===== src/include/char_game_settings.svh =====
`ifndef CHAR_GAME_SETTINGS_SVH
`define CHAR_GAME_SETTINGS_SVH

// visible screen area in pixels
`define HOR_PIXELS  1024
`define VER_PIXELS  768

// sprite bounding box
`define CHAR_HGT    27
`define CHAR_LNG    19

// spawn column and floor-standing row
`define CHAR_SPAWN  (`HOR_PIXELS / 5)
`define GROUND_Y    (`VER_PIXELS - 52 - `CHAR_HGT)

// motion per frame, in pixels
`define JUMP_HEIGHT 300
`define JUMP_SPEED  7
`define FALL_SPEED  5
`define MOVE_STEP   5

// hit points after reset
`define HP_START    10

// platform slots in the register table
`define NUM_PLAT    4

`endif


===== src/design/char_game_pkg.sv =====
`default_nettype none

package char_game_pkg;

    // screen coordinate, wide enough for 1024 columns and 768 rows
    typedef logic [11:0] coord_t;

    // hit-point count
    typedef logic [3:0] hp_t;

    // platform slot number
    typedef logic [1:0] plat_idx_t;

    // true when x lies between left and right, both edges included
    function automatic logic in_span(
        input coord_t x,
        input coord_t left,
        input coord_t right
    );
        return (x >= left) && (x <= right);
    endfunction

endpackage

`default_nettype wire


===== src/design/char_if.sv =====
`timescale 1ns/1ps
`default_nettype none

interface char_if;
    import char_game_pkg::*;

    // sprite position, top-left corner
    coord_t pos_x;
    coord_t pos_y;

    // surface the sprite would land on, and whether it stands there now
    coord_t land_y;
    logic   on_ground;

    modport ctrl (
        output pos_x,
        output pos_y,
        input  land_y,
        input  on_ground
    );

    modport detect (
        input  pos_x,
        input  pos_y,
        output land_y,
        output on_ground
    );

endinterface

`default_nettype wire


===== src/design/platform_if.sv =====
`timescale 1ns/1ps
`default_nettype none
`include "char_game_settings.svh"

interface platform_if;
    import char_game_pkg::*;

    // span of each platform along x
    coord_t plat_left  [`NUM_PLAT];
    coord_t plat_right [`NUM_PLAT];

    // standing row of each platform
    coord_t plat_top   [`NUM_PLAT];

    // slot in use
    logic [`NUM_PLAT-1:0] plat_en;

    modport regs (
        output plat_left,
        output plat_right,
        output plat_top,
        output plat_en
    );

    modport detect (
        input  plat_left,
        input  plat_right,
        input  plat_top,
        input  plat_en
    );

endinterface

`default_nettype wire


===== src/design/frame_tick_gen.sv =====
`timescale 1ns/1ps
`default_nettype none

module frame_tick_gen #(
    parameter int FRAME_TICKS = 65_000_000 / 60
) (
    input  logic clk,
    input  logic rst,
    output logic frame_tick
);
    localparam int CNT_W = $clog2(FRAME_TICKS);
    localparam logic [CNT_W-1:0] CNT_LAST = CNT_W'(FRAME_TICKS - 1);

    logic [CNT_W-1:0] cnt;

    // free-running frame counter, one pulse as it wraps
    always_ff @(posedge clk or posedge rst) begin
        if (rst) begin
            cnt        <= '0;
            frame_tick <= 1'b0;
        end else if (cnt == CNT_LAST) begin
            cnt        <= '0;
            frame_tick <= 1'b1;
        end else begin
            cnt        <= cnt + 1'b1;
            frame_tick <= 1'b0;
        end
    end

endmodule

`default_nettype wire


===== src/design/char_ctrl.sv =====
`timescale 1ns/1ps
`default_nettype none
`include "char_game_settings.svh"

module char_ctrl (
    input  logic               clk,
    input  logic               rst,
    input  logic               frame_tick,
    input  logic               stepleft,
    input  logic               stepright,
    input  logic               stepjump,
    input  logic               hit,
    char_if.ctrl               gnd,
    output char_game_pkg::hp_t char_hp,
    output logic               flip_h
);
    import char_game_pkg::*;

    localparam coord_t SPAWN_X = coord_t'(`CHAR_SPAWN);
    localparam coord_t SPAWN_Y = coord_t'(`GROUND_Y);
    localparam coord_t X_MIN   = coord_t'(`CHAR_LNG + `MOVE_STEP);
    localparam coord_t X_MAX   = coord_t'(`HOR_PIXELS - `CHAR_LNG - `MOVE_STEP);
    localparam coord_t STEP_X  = coord_t'(`MOVE_STEP);
    localparam coord_t JUMP_H  = coord_t'(`JUMP_HEIGHT);
    localparam coord_t JUMP_V  = coord_t'(`JUMP_SPEED);
    localparam coord_t FALL_V  = coord_t'(`FALL_SPEED);
    localparam hp_t    HP_INIT = hp_t'(`HP_START);

    coord_t cur_x;
    coord_t cur_y;
    coord_t jump_peak;
    coord_t peak_y;
    coord_t fall_y;
    logic   jumping;
    logic   hit_latch;
    logic   hit_pend;
    logic   alive;

    assign gnd.pos_x = cur_x;
    assign gnd.pos_y = cur_y;

    // a hit on the tick clock itself still counts for this frame
    assign hit_pend = hit_latch | hit;
    assign alive    = (char_hp != '0);

    // peak a fixed height above the take-off row
    assign peak_y = cur_y - JUMP_H;

    // one fall step clipped to the surface below
    assign fall_y = (cur_y + FALL_V < gnd.land_y) ? cur_y + FALL_V : gnd.land_y;

    // facing follows the step inputs on every clock
    always_ff @(posedge clk or posedge rst) begin
        if (rst) begin
            flip_h <= 1'b0;
        end else if (stepleft) begin
            flip_h <= 1'b1;
        end else if (stepright) begin
            flip_h <= 1'b0;
        end
    end

    // hits collect during the frame and cost at most one point per tick
    always_ff @(posedge clk or posedge rst) begin
        if (rst) begin
            hit_latch <= 1'b0;
            char_hp   <= HP_INIT;
        end else if (frame_tick) begin
            hit_latch <= 1'b0;
            if (hit_pend && alive) begin
                char_hp <= char_hp - hp_t'(1);
            end
        end else if (hit) begin
            hit_latch <= 1'b1;
        end
    end

    // horizontal walk where left wins and screen edges stop the sprite
    always_ff @(posedge clk or posedge rst) begin
        if (rst) begin
            cur_x <= SPAWN_X;
        end else if (frame_tick && alive) begin
            if (stepleft && cur_x > X_MIN) begin
                cur_x <= cur_x - STEP_X;
            end else if (stepright && cur_x < X_MAX) begin
                cur_x <= cur_x + STEP_X;
            end
        end
    end

    // jump, rise and fall
    always_ff @(posedge clk or posedge rst) begin
        if (rst) begin
            cur_y     <= SPAWN_Y;
            jumping   <= 1'b0;
            jump_peak <= '0;
        end else if (frame_tick && alive) begin
            if (jumping) begin
                // rising ignores platforms overhead
                if (cur_y > jump_peak + JUMP_V) begin
                    cur_y <= cur_y - JUMP_V;
                end else begin
                    jumping <= 1'b0;
                end
            end else if (gnd.on_ground) begin
                if (stepjump) begin
                    jumping   <= 1'b1;
                    jump_peak <= peak_y;
                end
            end else begin
                cur_y <= fall_y;
            end
        end
    end

endmodule

`default_nettype wire


===== src/design/ground_detect.sv =====
`timescale 1ns/1ps
`default_nettype none
`include "char_game_settings.svh"

module ground_detect (
    char_if.detect     chr,
    platform_if.detect plat
);
    import char_game_pkg::*;

    localparam coord_t FLOOR_Y = coord_t'(`GROUND_Y);

    coord_t best_y;
    logic   [`NUM_PLAT-1:0] cand;

    // platforms that cover the sprite column and lie at or below it
    always_comb begin
        for (int i = 0; i < `NUM_PLAT; i++) begin
            cand[i] = plat.plat_en[i]
                   && in_span(chr.pos_x, plat.plat_left[i], plat.plat_right[i])
                   && (plat.plat_top[i] >= chr.pos_y);
        end
    end

    // floor covers every column, so it is the fallback surface
    always_comb begin
        best_y = FLOOR_Y;
        for (int i = 0; i < `NUM_PLAT; i++) begin
            if (cand[i] && plat.plat_top[i] < best_y) begin
                best_y = plat.plat_top[i];
            end
        end
    end

    assign chr.land_y    = best_y;
    assign chr.on_ground = (chr.pos_y == best_y);

endmodule

`default_nettype wire


===== src/design/platform_regs.sv =====
`timescale 1ns/1ps
`default_nettype none
`include "char_game_settings.svh"

module platform_regs (
    input  logic                     clk,
    input  logic                     rst,
    input  logic                     cfg_we,
    input  logic [1:0]               cfg_sel,
    input  char_game_pkg::plat_idx_t cfg_idx,
    input  char_game_pkg::coord_t    cfg_data,
    platform_if.regs                 plat
);
    import char_game_pkg::*;

    // field codes on cfg_sel
    localparam logic [1:0] SEL_LEFT  = 2'd0;
    localparam logic [1:0] SEL_RIGHT = 2'd1;
    localparam logic [1:0] SEL_TOP   = 2'd2;
    localparam logic [1:0] SEL_EN    = 2'd3;

    coord_t left_q  [`NUM_PLAT];
    coord_t right_q [`NUM_PLAT];
    coord_t top_q   [`NUM_PLAT];
    logic   [`NUM_PLAT-1:0] en_q;

    always_ff @(posedge clk or posedge rst) begin
        if (rst) begin
            en_q <= '0;
            for (int i = 0; i < `NUM_PLAT; i++) begin
                left_q[i]  <= '0;
                right_q[i] <= '0;
                top_q[i]   <= '0;
            end
        end else if (cfg_we) begin
            case (cfg_sel)
                SEL_LEFT:  left_q[cfg_idx]  <= cfg_data;
                SEL_RIGHT: right_q[cfg_idx] <= cfg_data;
                SEL_TOP:   top_q[cfg_idx]   <= cfg_data;
                // only bit 0 matters for the enable
                SEL_EN:    en_q[cfg_idx]    <= cfg_data[0];
            endcase
        end
    end

    assign plat.plat_left  = left_q;
    assign plat.plat_right = right_q;
    assign plat.plat_top   = top_q;
    assign plat.plat_en    = en_q;

endmodule

`default_nettype wire


===== src/design/char_game_top.sv =====
`timescale 1ns/1ps
`default_nettype none

module char_game_top #(
    parameter int FRAME_TICKS = 65_000_000 / 60
) (
    input  logic                     clk,
    input  logic                     rst,
    input  logic                     stepleft,
    input  logic                     stepright,
    input  logic                     stepjump,
    input  logic                     hit,
    input  logic                     cfg_we,
    input  logic [1:0]               cfg_sel,
    input  char_game_pkg::plat_idx_t cfg_idx,
    input  char_game_pkg::coord_t    cfg_data,
    output char_game_pkg::coord_t    pos_x,
    output char_game_pkg::coord_t    pos_y,
    output logic                     on_ground,
    output logic                     flip_h,
    output char_game_pkg::hp_t       char_hp
);
    logic frame_tick;

    char_if     chr_bus ();
    platform_if plat_bus ();

    frame_tick_gen #(
        .FRAME_TICKS (FRAME_TICKS)
    ) u_frame_tick_gen (
        .clk        (clk),
        .rst        (rst),
        .frame_tick (frame_tick)
    );

    char_ctrl u_char_ctrl (
        .clk        (clk),
        .rst        (rst),
        .frame_tick (frame_tick),
        .stepleft   (stepleft),
        .stepright  (stepright),
        .stepjump   (stepjump),
        .hit        (hit),
        .gnd        (chr_bus.ctrl),
        .char_hp    (char_hp),
        .flip_h     (flip_h)
    );

    ground_detect u_ground_detect (
        .chr  (chr_bus.detect),
        .plat (plat_bus.detect)
    );

    platform_regs u_platform_regs (
        .clk      (clk),
        .rst      (rst),
        .cfg_we   (cfg_we),
        .cfg_sel  (cfg_sel),
        .cfg_idx  (cfg_idx),
        .cfg_data (cfg_data),
        .plat     (plat_bus.regs)
    );

    // sprite state out to the pixel side
    assign pos_x     = chr_bus.pos_x;
    assign pos_y     = chr_bus.pos_y;
    assign on_ground = chr_bus.on_ground;

endmodule

`default_nettype wire


===== config.mk =====
export PLATFORM = sky130hd
export DESIGN_NAME = char_game_top
export DESIGN_NICKNAME = d
export VERILOG_FILES = /design/src/design/char_game_pkg.sv /design/src/design/char_if.sv /design/src/design/platform_if.sv /design/src/design/frame_tick_gen.sv /design/src/design/char_ctrl.sv /design/src/design/ground_detect.sv /design/src/design/platform_regs.sv /design/src/design/char_game_top.sv
export VERILOG_INCLUDE_DIRS = /design/src /design/src/include
export SDC_FILE = /design/constraint.sdc
export NUM_CORES = 1
export LEC_CHECK = 0
export BUFFER_PORTS_ARGS = -buffer_cell sky130_fd_sc_hd__buf_2
export CORE_ASPECT_RATIO = 1.1
export CORE_MARGIN = 4
export CORE_UTILIZATION = 45
export DETAILED_ROUTE_END_ITERATION = 8
export PLACE_DENSITY_LB_ADDON = 0.05
export REMOVE_ABC_BUFFERS = 1
export SLEW_MARGIN = 10
export SYNTH_ARGS = -nofsm -noshare
export SYNTH_HDL_FRONTEND = slang
export SYNTH_SLANG_ARGS = --single-unit

===== constraint.sdc =====
create_clock -name clk -period 10.85 [get_ports clk]
set_input_delay 0.5425 -clock clk [delete_from_list [all_inputs] [get_ports clk]]
set_output_delay 0.5425 -clock clk [all_outputs]
set_load 0.03 [all_outputs]

### After elaboration in Yosys (flattened, before gate mapping)

Cells that the tools add are included.

| word-level totals | value |
|---|---|
| logic and storage cells | 127 |
| register bits | 213 |
| bits in read-only memories | 0 |
| input port bits | 23 |
| output and inout bits | 30 |
| latch bits | 0 |
| bits in writable memories | 0 |
| memories kept | 0 |

| cells by class | value |
|---|---|
| $mul | 0 |
| $lt $le $gt $ge | 24 |
| div/mod/pow operators | 0 |
| bitwise gates (word level) | 3 |
| shifts and indexed selects | 0 |
| equality and inequality tests | 7 |
| reduce and logical (&&, ||, !) cells | 35 |
| mux-type cells | 28 |
| $add $sub $neg | 8 |

Operators by type and width:

| operator | count |
|---|---|
| 48-bit bitwise mux | 3 |
| 12-bit two-way mux | 11 |
| 12-bit >= comparator | 8 |
| 12-bit less-or-equal comparator | 4 |
| 12-bit < comparator | 4 |
| 12-bit by 3-bit adder with 12-bit output, second input constant | 3 |
| 12-bit demux with 2-bit select | 1 |
| 12-bit by 10-bit < comparator with 1-bit output, second input constant | 2 |
| 12-bit by 3-bit subtractor with 12-bit output, second input constant | 2 |
| 1-bit logical AND | 22 |
| 21-bit by 1-bit adder with 21-bit output, second input constant | 1 |
| 21-bit == test, second input constant | 1 |
| 21-bit two-way mux | 1 |
| 12-bit == test | 1 |
| 12-bit greater-than comparator | 1 |
| 12-bit by 5-bit greater-than comparator with 1-bit output, second input constant | 1 |
| 2-bit AND reduction | 6 |
| 12-bit by 9-bit subtractor with 12-bit output, second input constant | 1 |
| 1-bit two-way mux | 10 |
| 2-bit nonzero test | 3 |
| 4-bit bitwise mux | 1 |
| 2-bit == test, second input constant | 2 |
| 4-bit AND reduction | 1 |
| 4-bit nonzero test | 1 |
| other kinds (14) | 14 |

### Logic depth before layout (Yosys ltp)

Gate-level depths: netlist of run 1.

| logic depth | value |
|---|---|
| depth in word-level cells | 19 |
| depth in mapped cells | 57 |
| mapped depth without buffers | 50 |

### Hierarchy

Synthesis of run 1 repeated with hierarchy kept, for this count alone.

| second synthesis, totals | value |
|---|---|
| cells, all modules | 1541 |
| area total of the unflattened synthesis | 15577.4 µm² |

Modules (own cells, without submodules):

| module | area an instance (µm²) | instances | cells each | sequential area each (µm²) |
|---|---|---|---|---|
| platform_regs | 5667.9 | 1 | 346 | 3703.6 |
| ground_detect | 5201.2 | 1 | 690 | 0.0 |
| char_ctrl | 3633.5 | 1 | 408 | 1089.8 |
| frame_tick_gen | 1074.8 | 1 | 97 | 550.5 |

### Worst setup path before layout of run 1

Ideal clock, no wire load.

| timing path | value |
|---|---|
| path kind | reg2reg |
| from | reg u_char_ctrl.cur_y[5], in the netlist u_char_ctrl.gnd.pos_y[5] |
| to | reg u_char_ctrl.cur_y[10], in the netlist u_char_ctrl.gnd.pos_y[10] |
| setup time | 0.124 ns |
| buffers on the path | 7 |
| required time | 10.726 ns |
| stages on the path, launching flop included | 55 |
| path slack | 0.053 ns |
| clock period less this slack | 10.797 ns |
| data arrival time | 10.673 ns |
| path through | dfstp_2 -> clkbuf_1 -> clkinv_1 -> ha_1 -> a211oi_1 -> nor2_1 -> a211oi_1 -> o21ai_1 -> and3_1 -> buf_6 -> nand2_1 -> ha_1 -> nand4_1 -> inv_1 -> a221o_1 -> a21oi_1 -> and3_1 -> clkbuf_1 -> [... 19 more ...] -> a2111oi_0 -> and3_1 -> clkbuf_1 -> o211ai_2 -> nor2_1 -> clkbuf_1 -> mux2i_1 -> ha_1 -> a21o_1 -> a21o_1 -> a21oi_1 -> nand2b_1 -> o41a_1 -> o31a_1 -> clkbuf_1 -> nor2_1 -> a21oi_1 -> a211o_1 |

| between the ends | value |
|---|---|
| cells in the longest elaborated chain, start to end | 17 |
| elaborated cells on any way between the ends | 31 |
| classes of those cells | 2 x add/sub; 9 x order compare; 3 x eq/ne; 8 x mux; 9 x reduce/logical |

Ends and longest elaborated chain:

| what | line | text |
|---|---|---|
| from (decl) | char_ctrl.sv:30 | `coord_t cur_y;` |
| from (signal assigned) | char_ctrl.sv:101 | `cur_y <= cur_y - JUMP_V;` |
| from (signal assigned) | char_ctrl.sv:111 | `cur_y <= fall_y;` |
| 12-bit >= comparator | ground_detect.sv:21 | `&& (plat.plat_top[i] >= chr.pos_y);` |
| 1-bit logical AND | ground_detect.sv:21 |  |
| 1-bit logical AND | ground_detect.sv:29 | `if (cand[i] && plat.plat_top[i] < best_y) begin` |
| 12-bit two-way mux | ground_detect.sv:29 |  |
| 12-bit < comparator | ground_detect.sv:29 |  |
| 1-bit logical AND | ground_detect.sv:29 |  |
| 12-bit two-way mux | ground_detect.sv:29 |  |
| 12-bit < comparator | ground_detect.sv:29 |  |
| 1-bit logical AND | ground_detect.sv:29 |  |
| 12-bit two-way mux | ground_detect.sv:29 |  |
| 12-bit < comparator | ground_detect.sv:29 |  |
| 1-bit logical AND | ground_detect.sv:29 |  |
| 12-bit two-way mux | ground_detect.sv:29 |  |
| 12-bit < comparator | char_ctrl.sv:50 | `assign fall_y = (cur_y + FALL_V < gnd.land_y) ? cur_y + FALL_V : gnd.land_y;` |
| 12-bit two-way mux | char_ctrl.sv:50 |  |
| 12-bit two-way mux | char_ctrl.sv:105 | `end else if (gnd.on_ground) begin` |
| 12-bit two-way mux | char_ctrl.sv:98 | `if (jumping) begin` |

Several ways; a longest one is shown, not always the timed one. The select of a mux whose other input is x is not followed.
A chain may end at the register's enable or synchronous reset.

### Worst setup path in the final report of run 1

| timing path | value |
|---|---|
| from | reg u_char_ctrl.cur_x[9], in the netlist u_char_ctrl.gnd.pos_x[9] |
| to | out on_ground |

| between the ends | value |
|---|---|
| cells in the longest elaborated chain, start to end | 16 |
| elaborated cells on any way between the ends | 32 |
| classes of those cells | 11 x order compare; 1 x eq/ne; 4 x mux; 16 x reduce/logical |

Ends and longest elaborated chain:

| what | line | text |
|---|---|---|
| from (decl) | char_ctrl.sv:29 | `coord_t cur_x;` |
| from (signal assigned) | char_ctrl.sv:84 | `cur_x <= cur_x - STEP_X;` |
| from (signal assigned) | char_ctrl.sv:86 | `cur_x <= cur_x + STEP_X;` |
| 12-bit >= comparator / 12-bit less-or-equal comparator (equally long branches) | char_game_pkg.sv:20 | `return (x >= left) && (x <= right);` |
| 1-bit logical AND | char_game_pkg.sv:20 |  |
| 1-bit logical AND | ground_detect.sv:20 | `&& in_span(chr.pos_x, plat.plat_left[i], plat.plat_right[i])` |
| 1-bit logical AND | ground_detect.sv:21 |  |
| 1-bit logical AND | ground_detect.sv:29 |  |
| 12-bit two-way mux | ground_detect.sv:29 |  |
| 12-bit < comparator | ground_detect.sv:29 |  |
| 1-bit logical AND | ground_detect.sv:29 |  |
| 12-bit two-way mux | ground_detect.sv:29 |  |
| 12-bit < comparator | ground_detect.sv:29 |  |
| 1-bit logical AND | ground_detect.sv:29 |  |
| 12-bit two-way mux | ground_detect.sv:29 |  |
| 12-bit < comparator | ground_detect.sv:29 |  |
| 1-bit logical AND | ground_detect.sv:29 |  |
| 12-bit two-way mux * | ground_detect.sv:29 |  |
| 12-bit == test * | ground_detect.sv:36 | `assign chr.on_ground = (chr.pos_y == best_y);` |
| to (decl) | char_game_top.sv:19 | `output logic on_ground,` |

Mark *: on every way between the ends. The rest lies on a longest branch, timed or not.

==> run_results.csv, run 1 <==
group,metric,value,unit
run_status,status,"complete, no violations",
worst_setup_path,timing.rr.end,"u_char_ctrl.gnd.pos_y[10]",
finish,final_cell_mix,"ha_1, dfrtp_1, inv_1",
worst_setup_path,path_class,"reg -> out",
synth,synth_cell_types,92,
synth,ys.flop_type,"dfrtp_1",
worst_setup_path,cp_max_fo,11,
global_routing,grt_pass1_vias,12800,
worst_hold_path,hold_class,"in -> async",
clock_network,cts.sink_count,213,
global_routing,grt_pass1_wl,74.7,mm
worst_setup_path,reg2reg_setup_slack,0.52,ns
worst_setup_path,r2r_cells,49,
global_routing,grt_overflow,0,
routing,antenna_left,0,
die,coreArea,34200,sq um
place,io_buffer_count,52,
die,dieHeight,203,um
place,place.gp.congestion,0.929,
worst_setup_path,cp_num_buf_inv,6,
die,start_util,45.6,%
global_routing,grt_antenna_before_repair,0,
finish,finish.utilization,52.3,%
finish,syn_to_final_growth,14.7,%
clock_network,cts_tree,"yes",
timing,hold_violations,0,
place,placed_area,16800,sq um
timing,tightest_slew,1.14,ns
synth,syn_area_per_cell,9.50,sq um
synth,ys_seq_area_share,34.3,%
finish,diodes,0,
die,die_area,37700,sq um
power_and_ir_drop,power.total,2480,uW
power_and_ir_drop,peakVddDrop,0.000115,V
synth,synth_edf_count,0,
clock_network,cts_buffer_depth,3,
worst_setup_path,crit_family,"compound AO/OA/AOI/OAI gates",
finish,design_area,17900,sq um
routing,first_iter_violations,661,
timing,timing.hold.ws,0.0643,ns
clock_network,hold_buffers,0,
synth,ys_warn_count,0,
clock_network,cts.htree.levels,1,
timing,drv_slew,0,
timing,period_share,95.5,%
die,die_w,186,um
synth,syn-cell-area,15600,sq um
finish,fin_nets,1991,
routing,wire_per_inst,21.7,um
worst_setup_path,endpoint_kind,"primary output",
run,cap_viol_max_count,0,
clock_network,clk_latency,0.55,ns
routing,vias,12700,
timing,setup_viol,0,
worst_setup_path,crit_top_cell,"ha_1",
synth,syn_inst,1642,
routing,drc,0,
die,num_io_pins,53,
synth,synth-seq-cells,213,
die,std_cell_rows,71,
power_and_ir_drop,power.density,138,nW/um^2
clock_network,root_buffer,"clkbuf_16",
clock_network,cts_made_buffers,26,
global_routing,grt_max_degree,77,
timing,max_freq,96.5,MHz
power_and_ir_drop,leakage,0.00866,uW
timing,tns,0,ns
timing,layout_min_cycle_time,10.36,ns
global_routing,track_usage,25.5,%
routing,viasPerCell,5.73,
routing,first_pass_iters,6,
worst_setup_path,reg2reg_from,"u_char_ctrl.gnd.pos_x[9]",
timing,maxSlewHeadroom,23.6,%
place,dp_hpwl,36.2,mm
timing,fin_skew,0.0170,ns
worst_setup_path,arrival,9.82,ns
synth,synth-async-reset-ratio,100,%
worst_setup_path,cpMaxStageDelayCell,"or4_1",
finish,final_common_cell,"ha_1",
finish,drive_gt1_share,20.3,%
worst_setup_path,crit_required,10.31,ns
clock_network,clk_pin_slew,0.06,ns
routing,drt-total-wl,47.9,mm
worst_setup_path,crit_path_start_kind,"flip-flop",
worst_setup_path,crit_path_max_incr_delay,0.48,ns
power breakdown:
group	leakage, uW	switching (uW)	internal (uW)
clock	0.000429	361	544
sequential	0.00259	102	924
combinational	0.00563	300	246
repair_timing:
action / CTS / global route
buffers inserted: 0 / 5
setup endpoints to repair: 17 / 26
resized for setup: 5 / 42
pin swaps: 0 / 16
cell type report:
class,count,area [sq um]
multi-input combinational,1210,9560
timing repair buffer,141,947
clock buffer,40,785
inverter,162,616
fill,3175,16300
clock inverter,8,98.8
tap,438,548
sequential,213,5340
flip-flops by register name, indices dropped and copies added, names as in the netlist:
register and cells:
u_platform_regs.plat.plat_top 48, u_char_ctrl.jump_peak 12, u_frame_tick_gen.cnt 21, u_char_ctrl.jumping 1
u_frame_tick_gen.frame_tick 1, u_char_ctrl.flip_h 1, u_platform_regs.plat.plat_right 48, u_char_ctrl.gnd.pos_x 12
u_platform_regs.plat.plat_left 48, u_platform_regs.plat.plat_en 4, u_char_ctrl.char_hp 4, u_char_ctrl.hit_latch 1
u_char_ctrl.gnd.pos_y 12
routing by layer:
metal | up-vias | GRT usage, % | routed length (um) | part of all wire, %
met1 | 6191 | 33.7 | 21300 | 44
met3 | 103 | 2.41 | 1450 | 3.0
li1 | 6125 | - | - | -
met5 | - | 0 | 0 | 0
met2 | 256 | 43.8 | 23300 | 49
met4 | 0 | 9.11 | 1830 | 3.8
kinds of logic (layout without fill, tap and decap cells):
family | count (synthesis) | after routing | synth area share (%)
compound gates | 377 | 377 | 16.5
fa+ha+maj | 216 | 216 | 17.3
flops | 213 | 213 | 34.3
other cells | 1 | 2 | 0.0240
mux | 129 | 129 | 9.32
buf+inv | 220 | 351 | 5.60
simple gates | 421 | 421 | 13.3
xor+xnor | 65 | 65 | 3.65
Yosys cell counts, drive strengths merged, types with 3 or more instances:
cell type / n / area, sq um
xor2: 18 / 158
o21bai: 8 / 60.1
nand3b: 4 / 30.0
a2111oi: 13 / 170
o21ai: 101 / 505
ha: 213 / 2670
xnor2: 47 / 412
a211oi: 27 / 203
dfrtp: 202 / 5050
clkbuf: 47 / 176
nand4: 29 / 181
a31oi: 12 / 75.1
or3: 9 / 56.3
nor2b: 14 / 87.6
o211a: 6 / 60.1
inv: 158 / 593
a221o: 3 / 30.0
or2: 8 / 52.6
o21a: 20 / 150
nand2b: 20 / 125
nor2: 100 / 375
mux2i: 14 / 140
a21oi: 76 / 380
nor3b: 6 / 50.1
nor3: 26 / 130
o31ai: 9 / 72.6
o31a: 7 / 61.3
nor4: 11 / 68.8
a21boi: 4 / 30.0
clkinv: 4 / 15.0
nand3: 30 / 150
and3: 22 / 138
nand2: 126 / 473
dfstp: 11 / 289
a211o: 6 / 52.6
nor4b: 4 / 50.1
and4: 4 / 35.0
o2111ai: 5 / 50.0
o211ai: 15 / 118
o311ai: 3 / 26.3
o221ai: 3 / 26.3
a21o: 31 / 233
mux2: 115 / 1310
buf: 11 / 88.8
a2111o: 4 / 45.0
metrics by stage:
stage	setup slack, ns	cells
2_1_floorplan	0.185	1585
3_3_place_gp	0.164	2159
3_5_place_dp	-0.138	2159
4_1_cts	0.0398	2207
5_1_grt	-0.0391	2212
6_report	0.492	2212
how the worst max path moves through the flow:
stage                                   from                   endpoint  slack, ns  depth (start not counted)
floorplan           u_char_ctrl.gnd.pos_y[6]  u_char_ctrl.jump_peak[11]       0.19                         43
global placement    u_char_ctrl.gnd.pos_y[9]   u_char_ctrl.gnd.pos_y[3]       0.16                         50
detailed placement  u_char_ctrl.gnd.pos_y[5]   u_char_ctrl.gnd.pos_y[9]      -0.14                         48
CTS                 u_char_ctrl.gnd.pos_y[5]                  on_ground       0.04                         44
global route        u_char_ctrl.gnd.pos_x[9]                  on_ground      -0.04                         45
finish              u_char_ctrl.gnd.pos_x[9]                  on_ground       0.49                         44
No activity file was read; power rests on OpenSTA's default activity.
==> run 2, diff against run 1 <==
- CORE_UTILIZATION: 45 -> 58
==> run_results.csv, run 2 (synthesis gave the netlist of run 1 again) <==
group,metric,value,unit
die,dieHeight,180,um
timing,tightest_slew,1.15,ns
timing,setup_slack,0.509,ns
place,io_buffer_count,52,
run,cap_viol_max_count,0,
clock_network,root_buffer,"clkbuf_16",
clock_network,cts.sink_count,213,
timing,timing.hold.ws,0.213,ns
die,die_area,29600,sq um
finish,final_cell_mix,"ha_1, dfrtp_1, inv_1",
power_and_ir_drop,peakVddDrop,0.000167,V
finish,final_common_cell,"ha_1",
clock_network,clk_pin_slew,0.06,ns
place,dp_hpwl,33.9,mm
worst_setup_path,crit_required,10.31,ns
run_status,status,"complete, no violations",
worst_setup_path,path_class,"reg -> out",
routing,drc,0,
timing,setup_viol,0,
global_routing,grt_antenna_before_repair,0,
routing,antenna_left,0,
clock_network,cts.htree.levels,1,
global_routing,grt_pass1_vias,13000,
timing,tns,0,ns
place,place.gp.congestion,1.00,
worst_setup_path,crit_path_max_incr_delay,0.59,ns
routing,viasPerCell,6.04,
timing,hold_violations,0,
routing,drt-total-wl,45.4,mm
worst_setup_path,crit_top_cell,"buf_4",
routing,first_pass_iters,5,
die,std_cell_rows,62,
timing,maxSlewHeadroom,23.2,%
power_and_ir_drop,power.density,139,nW/um^2
timing,period_share,95.3,%
die,start_util,59.3,%
global_routing,grt_max_degree,143,
worst_hold_path,hold_class,"in -> reg",
worst_setup_path,cpMaxStageDelayCell,"nor4_1",
worst_setup_path,cp_max_fo,11,
die,coreArea,26300,sq um
finish,design_area,17800,sq um
timing,max_freq,96.7,MHz
place,place_ws,-0.158,ns
clock_network,clk_latency,0.54,ns
worst_setup_path,arrival,9.80,ns
clock_network,hold_buffers,0,
timing,fin_skew,0.0155,ns
clock_network,cts_buffer_depth,3,
routing,first_iter_violations,967,
timing,layout_min_cycle_time,10.34,ns
finish,finish.utilization,67.8,%
global_routing,track_usage,30.6,%
place,placed_area,16700,sq um
clock_network,cts_tree,"yes",
global_routing,grt_overflow,0,
worst_setup_path,crit_path_start_kind,"flip-flop",
die,num_io_pins,53,
routing,wire_per_inst,21.4,um
routing,vias,12800,
finish,syn_to_final_growth,14.2,%
die,die_w,164,um
finish,fin_nets,1992,
power_and_ir_drop,leakage,0.00866,uW
worst_setup_path,endpoint_kind,"primary output",
finish,diodes,0,
timing,drv_slew,0,
finish,drive_gt1_share,20.7,%
global_routing,grt_pass1_wl,71.7,mm
clock_network,cts_made_buffers,25,
==> run 2: through the flow <==
stage          total power, uW  cells
5_1_grt                   2620   2126
6_report                  2480   2126
2_1_floorplan             1380   1585
3_3_place_gp              1550   2071
3_5_place_dp              1570   2071
4_1_cts                   2480   2118
==> run 2: critical path, delay by kind of cell (launching register included) <==
| family | cells | cell delay, ns |
|---|---|---|
| and+or+nand+nor | 15 | 3.52 |
| AOI/OAI and AO/OA | 14 | 2.29 |
| buffers and inverters | 8 | 1.22 |
| adders and majority gates | 4 | 1.12 |
| muxes | 2 | 0.65 |
| DFF | 1 | 0.44 |
==> run 2: layout make-up <==
type,instances,area (sq um)
inverters,162,616
clock buffers,31,698
well taps,352,440
multi-input cells,1210,9580
flip-flops and latches,213,5350
repair buffers,143,958
clock inverters,15,176
fillers,2197,8480
==> run 2: power by group <==
part / internal, uW / switching [uW] / total (uW)
clock network: 531 / 361 / 892
logic: 251 / 315 / 565
registers: 924 / 97.9 / 1020
total: 1710 / 773 / 2480
==> run 2: layer usage <==
layer	GRT usage [%]	share of wire [%]	up-vias	wire [um]
met5	0	0	-	0
met4	11.9	4.3	0	1950
met3	4.62	4.8	117	2200
met2	51.9	49	345	22100
met1	39.2	42	6257	19200
li1	-	-	6130	-
==> run 2: what timing repair did <==
action	4_1_cts	5_1_grt
pin swaps	2	16
endpoints found under the setup margin	19	26
setup buffers	1	8
endpoints found under the hold margin	0	0
resized for setup	10	40
==> run 2: final timing paths <==
kind	slack, ns	end	cells after the start	startpoint
max in group asynchronous	9.00	u_char_ctrl.gnd.pos_x[9]	3	rst
min in group asynchronous	0.25	u_frame_tick_gen.cnt[10]	2	rst
hold / removal	0.21	u_char_ctrl.flip_h	2	stepleft
setup reg to reg	0.64	u_char_ctrl.gnd.pos_y[2]	50	u_char_ctrl.gnd.pos_x[9]
hold reg to reg	0.46	u_char_ctrl.hit_latch	1	u_frame_tick_gen.frame_tick
setup / recovery	0.51	on_ground	43	u_char_ctrl.gnd.pos_x[9]
==> run 3, diff against run 2 <==
- CORE_ASPECT_RATIO: 1.1 -> unset
- SYNTH_HIERARCHICAL: unset -> 1
==> run_results.csv, run 3 <==
group,metric,value,unit
clock_network,root_buffer,"clkbuf_16",
synth,synth_edf_count,0,
clock_network,hold_buffers,0,
clock_network,cts_buffer_depth,3,
synth,synth-seq-cells,213,
timing,tightest_slew,1.24,ns
routing,vias,11900,
synth,syn-cell-area,15600,sq um
synth,syn_area_per_cell,10.1,sq um
routing,viasPerCell,6.06,
clock_network,cts_tree,"yes",
worst_setup_path,crit_path_max_incr_delay,0.58,ns
global_routing,grt_overflow,0,
routing,first_pass_iters,5,
synth,netlist_top_cells_count,"ha_1, dfrtp_1, inv_1",
place,io_buffer_count,52,
routing,wl_met2,18.2,mm
timing,max_freq,97.8,MHz
timing,timing.hold.ws,0.152,ns
routing,wire_per_inst,20.3,um
die,die_area,29500,sq um
synth,yosys-top-cells-area,"dfrtp_1, ha_1, mux2_2, inv_1, xnor2_1",
clock_network,clk_latency,0.54,ns
worst_setup_path,path_class,"reg -> out",
global_routing,grt_pass1_wl,64.0,mm
power_and_ir_drop,peakVddDrop,0.000139,V
worst_setup_path,endpoint_kind,"primary output",
timing,maxSlewHeadroom,17.1,%
finish,diodes,0,
worst_setup_path,crit_path_start_kind,"flip-flop",
finish,fin_nets,1857,
run_status,status,"complete, no violations",
timing,fin_skew,0.0114,ns
synth,synth-async-reset-ratio,100,%
synth,synth_cell_types,98,
worst_hold_path,hold_class,"in -> async",
place,dp_hpwl,28.6,mm
power_and_ir_drop,leakage,0.00850,uW
clock_network,clk_pin_slew,0.06,ns
worst_setup_path,arrival,9.69,ns
routing,drt-total-wl,40.0,mm
run,cap_viol_max_count,0,
synth,ys_seq_area_share,34.3,%
global_routing,grt_pass1_vias,11700,
die,start_util,59.4,%
routing,first_iter_violations,878,
finish,final_common_cell,"ha_1",
synth,synth_top_area_share,32.4,%
power_and_ir_drop,power.total,2410,uW
die,die_w,172,um
finish,drive_gt1_share,21.7,%
routing,routed.top_layer,"met4",
timing,rsz0062_at_grt,"false",
worst_setup_path,crit_top_cell,"ha_1",
synth,syn_inst,1541,
routing,dr_wl_met3,1.96,mm
finish,syn_to_final_growth,10.9,%
place,place.gp.congestion,0.923,
worst_setup_path,crit_required,10.31,ns
global_routing,grt_antenna_before_repair,0,
timing,drv_slew,0,
finish,final_cell_mix,"ha_1, dfrtp_1, inv_1",
die,coreArea,26200,sq um
synth,ys.flop_type,"dfrtp_1",
timing,hold_violations,0,
worst_setup_path,cp_max_fo,14,
clock_network,cts.sink_count,213,
timing,setup_viol,0,
global_routing,track_usage,27.3,%
routing,antenna_left,0,
timing,period_share,94.3,%
timing,tns,0,ns
synth,synth_top_area_cell,"dfrtp_1",
timing,layout_min_cycle_time,10.23,ns
worst_setup_path,cpMaxStageDelayCell,"dfstp_2",
die,num_io_pins,53,
die,std_cell_rows,59,
routing,wl_met1,18.8,mm
synth,yosys.cell_count.top_type,"ha_1",
global_routing,grt_max_degree,83,
clock_network,cts_made_buffers,26,
synth,ys_warn_count,6,
power_and_ir_drop,power.density,140,nW/um^2
clock_network,cts.htree.levels,1,
die,dieHeight,172,um
routing,drc,0,
## run 3: cell count changes in the layout (fill, tap and decap cells not counted), moves of 14 or more
cell / previous run / this run
buf_4: 90 / 35
nand2_1: 125 / 74
mux2_2: 106 / 149
o21ai_1: 6 / 28
o21ai_0: 94 / 45
nor2_1: 95 / 62
inv_1: 156 / 170
## run 3: critical path, delay by kind of cell, from the launching register on
family,cells,cell delay (ns)
AO/OA/AOI/OAI,18,3.60
adder cells (fa/ha/maj),5,1.63
buffers and inverters,4,0.76
flip-flops,1,0.58
multiplexers,2,0.76
AND/OR/NAND/NOR,11,1.79
## run 3: stage by stage
stage               setup slack [ns]  cell area [sq um]  instances  util, %
detailed placement             0.341              16300       1914     62.0
CTS                            0.267              17100       1960     65.3
global route                  0.0125              17300       1970     65.9
global placement               0.587              16300       1914     62.0
finish                         0.620              17300       1970     65.9
floorplan                     -0.172              15400       1498        -
## run 3: area by class of cell
type                       instances  area [sq um]
clock buffer                      34           711
sequential                       213          5340
fill                            2158          8930
inverter                         175           662
tap                              335           419
multi-input combinational       1110          9420
clock inverter                    12           153
timing repair buffer              91           571
## run 3: timing repair
action | CTS | global route
setup buffers | 0 | 8
gates resized for setup | 0 | 18
setup endpoints to repair | 0 | 23
## run 3: logic make-up after synthesis
| group | count (synthesis) | synth area share [%] |
|---|---|---|
| and+or+nand+nor | 333 | 11.8 |
| AOI/OAI and AO/OA | 305 | 13.5 |
| buffers and inverters | 219 | 5.69 |
| adders and majority gates | 218 | 17.5 |
| DFF | 213 | 34.3 |
| muxes | 186 | 13.5 |
| xor gates and xnor gates | 66 | 3.71 |
| other | 1 | 0.0241 |
## run 3: worst paths after layout
path                                               start                           endpoint  slack (ns)  depth (start not counted)
worst min register to register        u_char_ctrl/flip_h                 u_char_ctrl/flip_h        0.48                          1
worst min-delay path                                 rst   u_platform_regs/plat.plat_top[1]        0.15                          2
max in group asynchronous                            rst  u_platform_regs/plat.plat_left[0]        9.28                          3
worst max-delay path            u_char_ctrl/gnd.pos_y[7]                          on_ground        0.62                         40
worst max register to register  u_char_ctrl/gnd.pos_y[7]           u_char_ctrl/gnd.pos_y[2]        0.63                         45
min in group clk                                stepleft                 u_char_ctrl/flip_h        0.20                          2
## run 3: power breakdown
part | internal [uW] | leakage (uW) | switching (uW)
registers | 924 | 0.00262 | 104
clock network | 532 | 0.000431 | 354
logic | 252 | 0.00545 | 245
## run 3: metal layers
metal / vias up / track usage [%]
li1: 5697 / -
met1: 5871 / 39.4
met2: 306 / 43.9
met3: 56 / 3.64
met4: 0 / 6.53
met5: - / 0
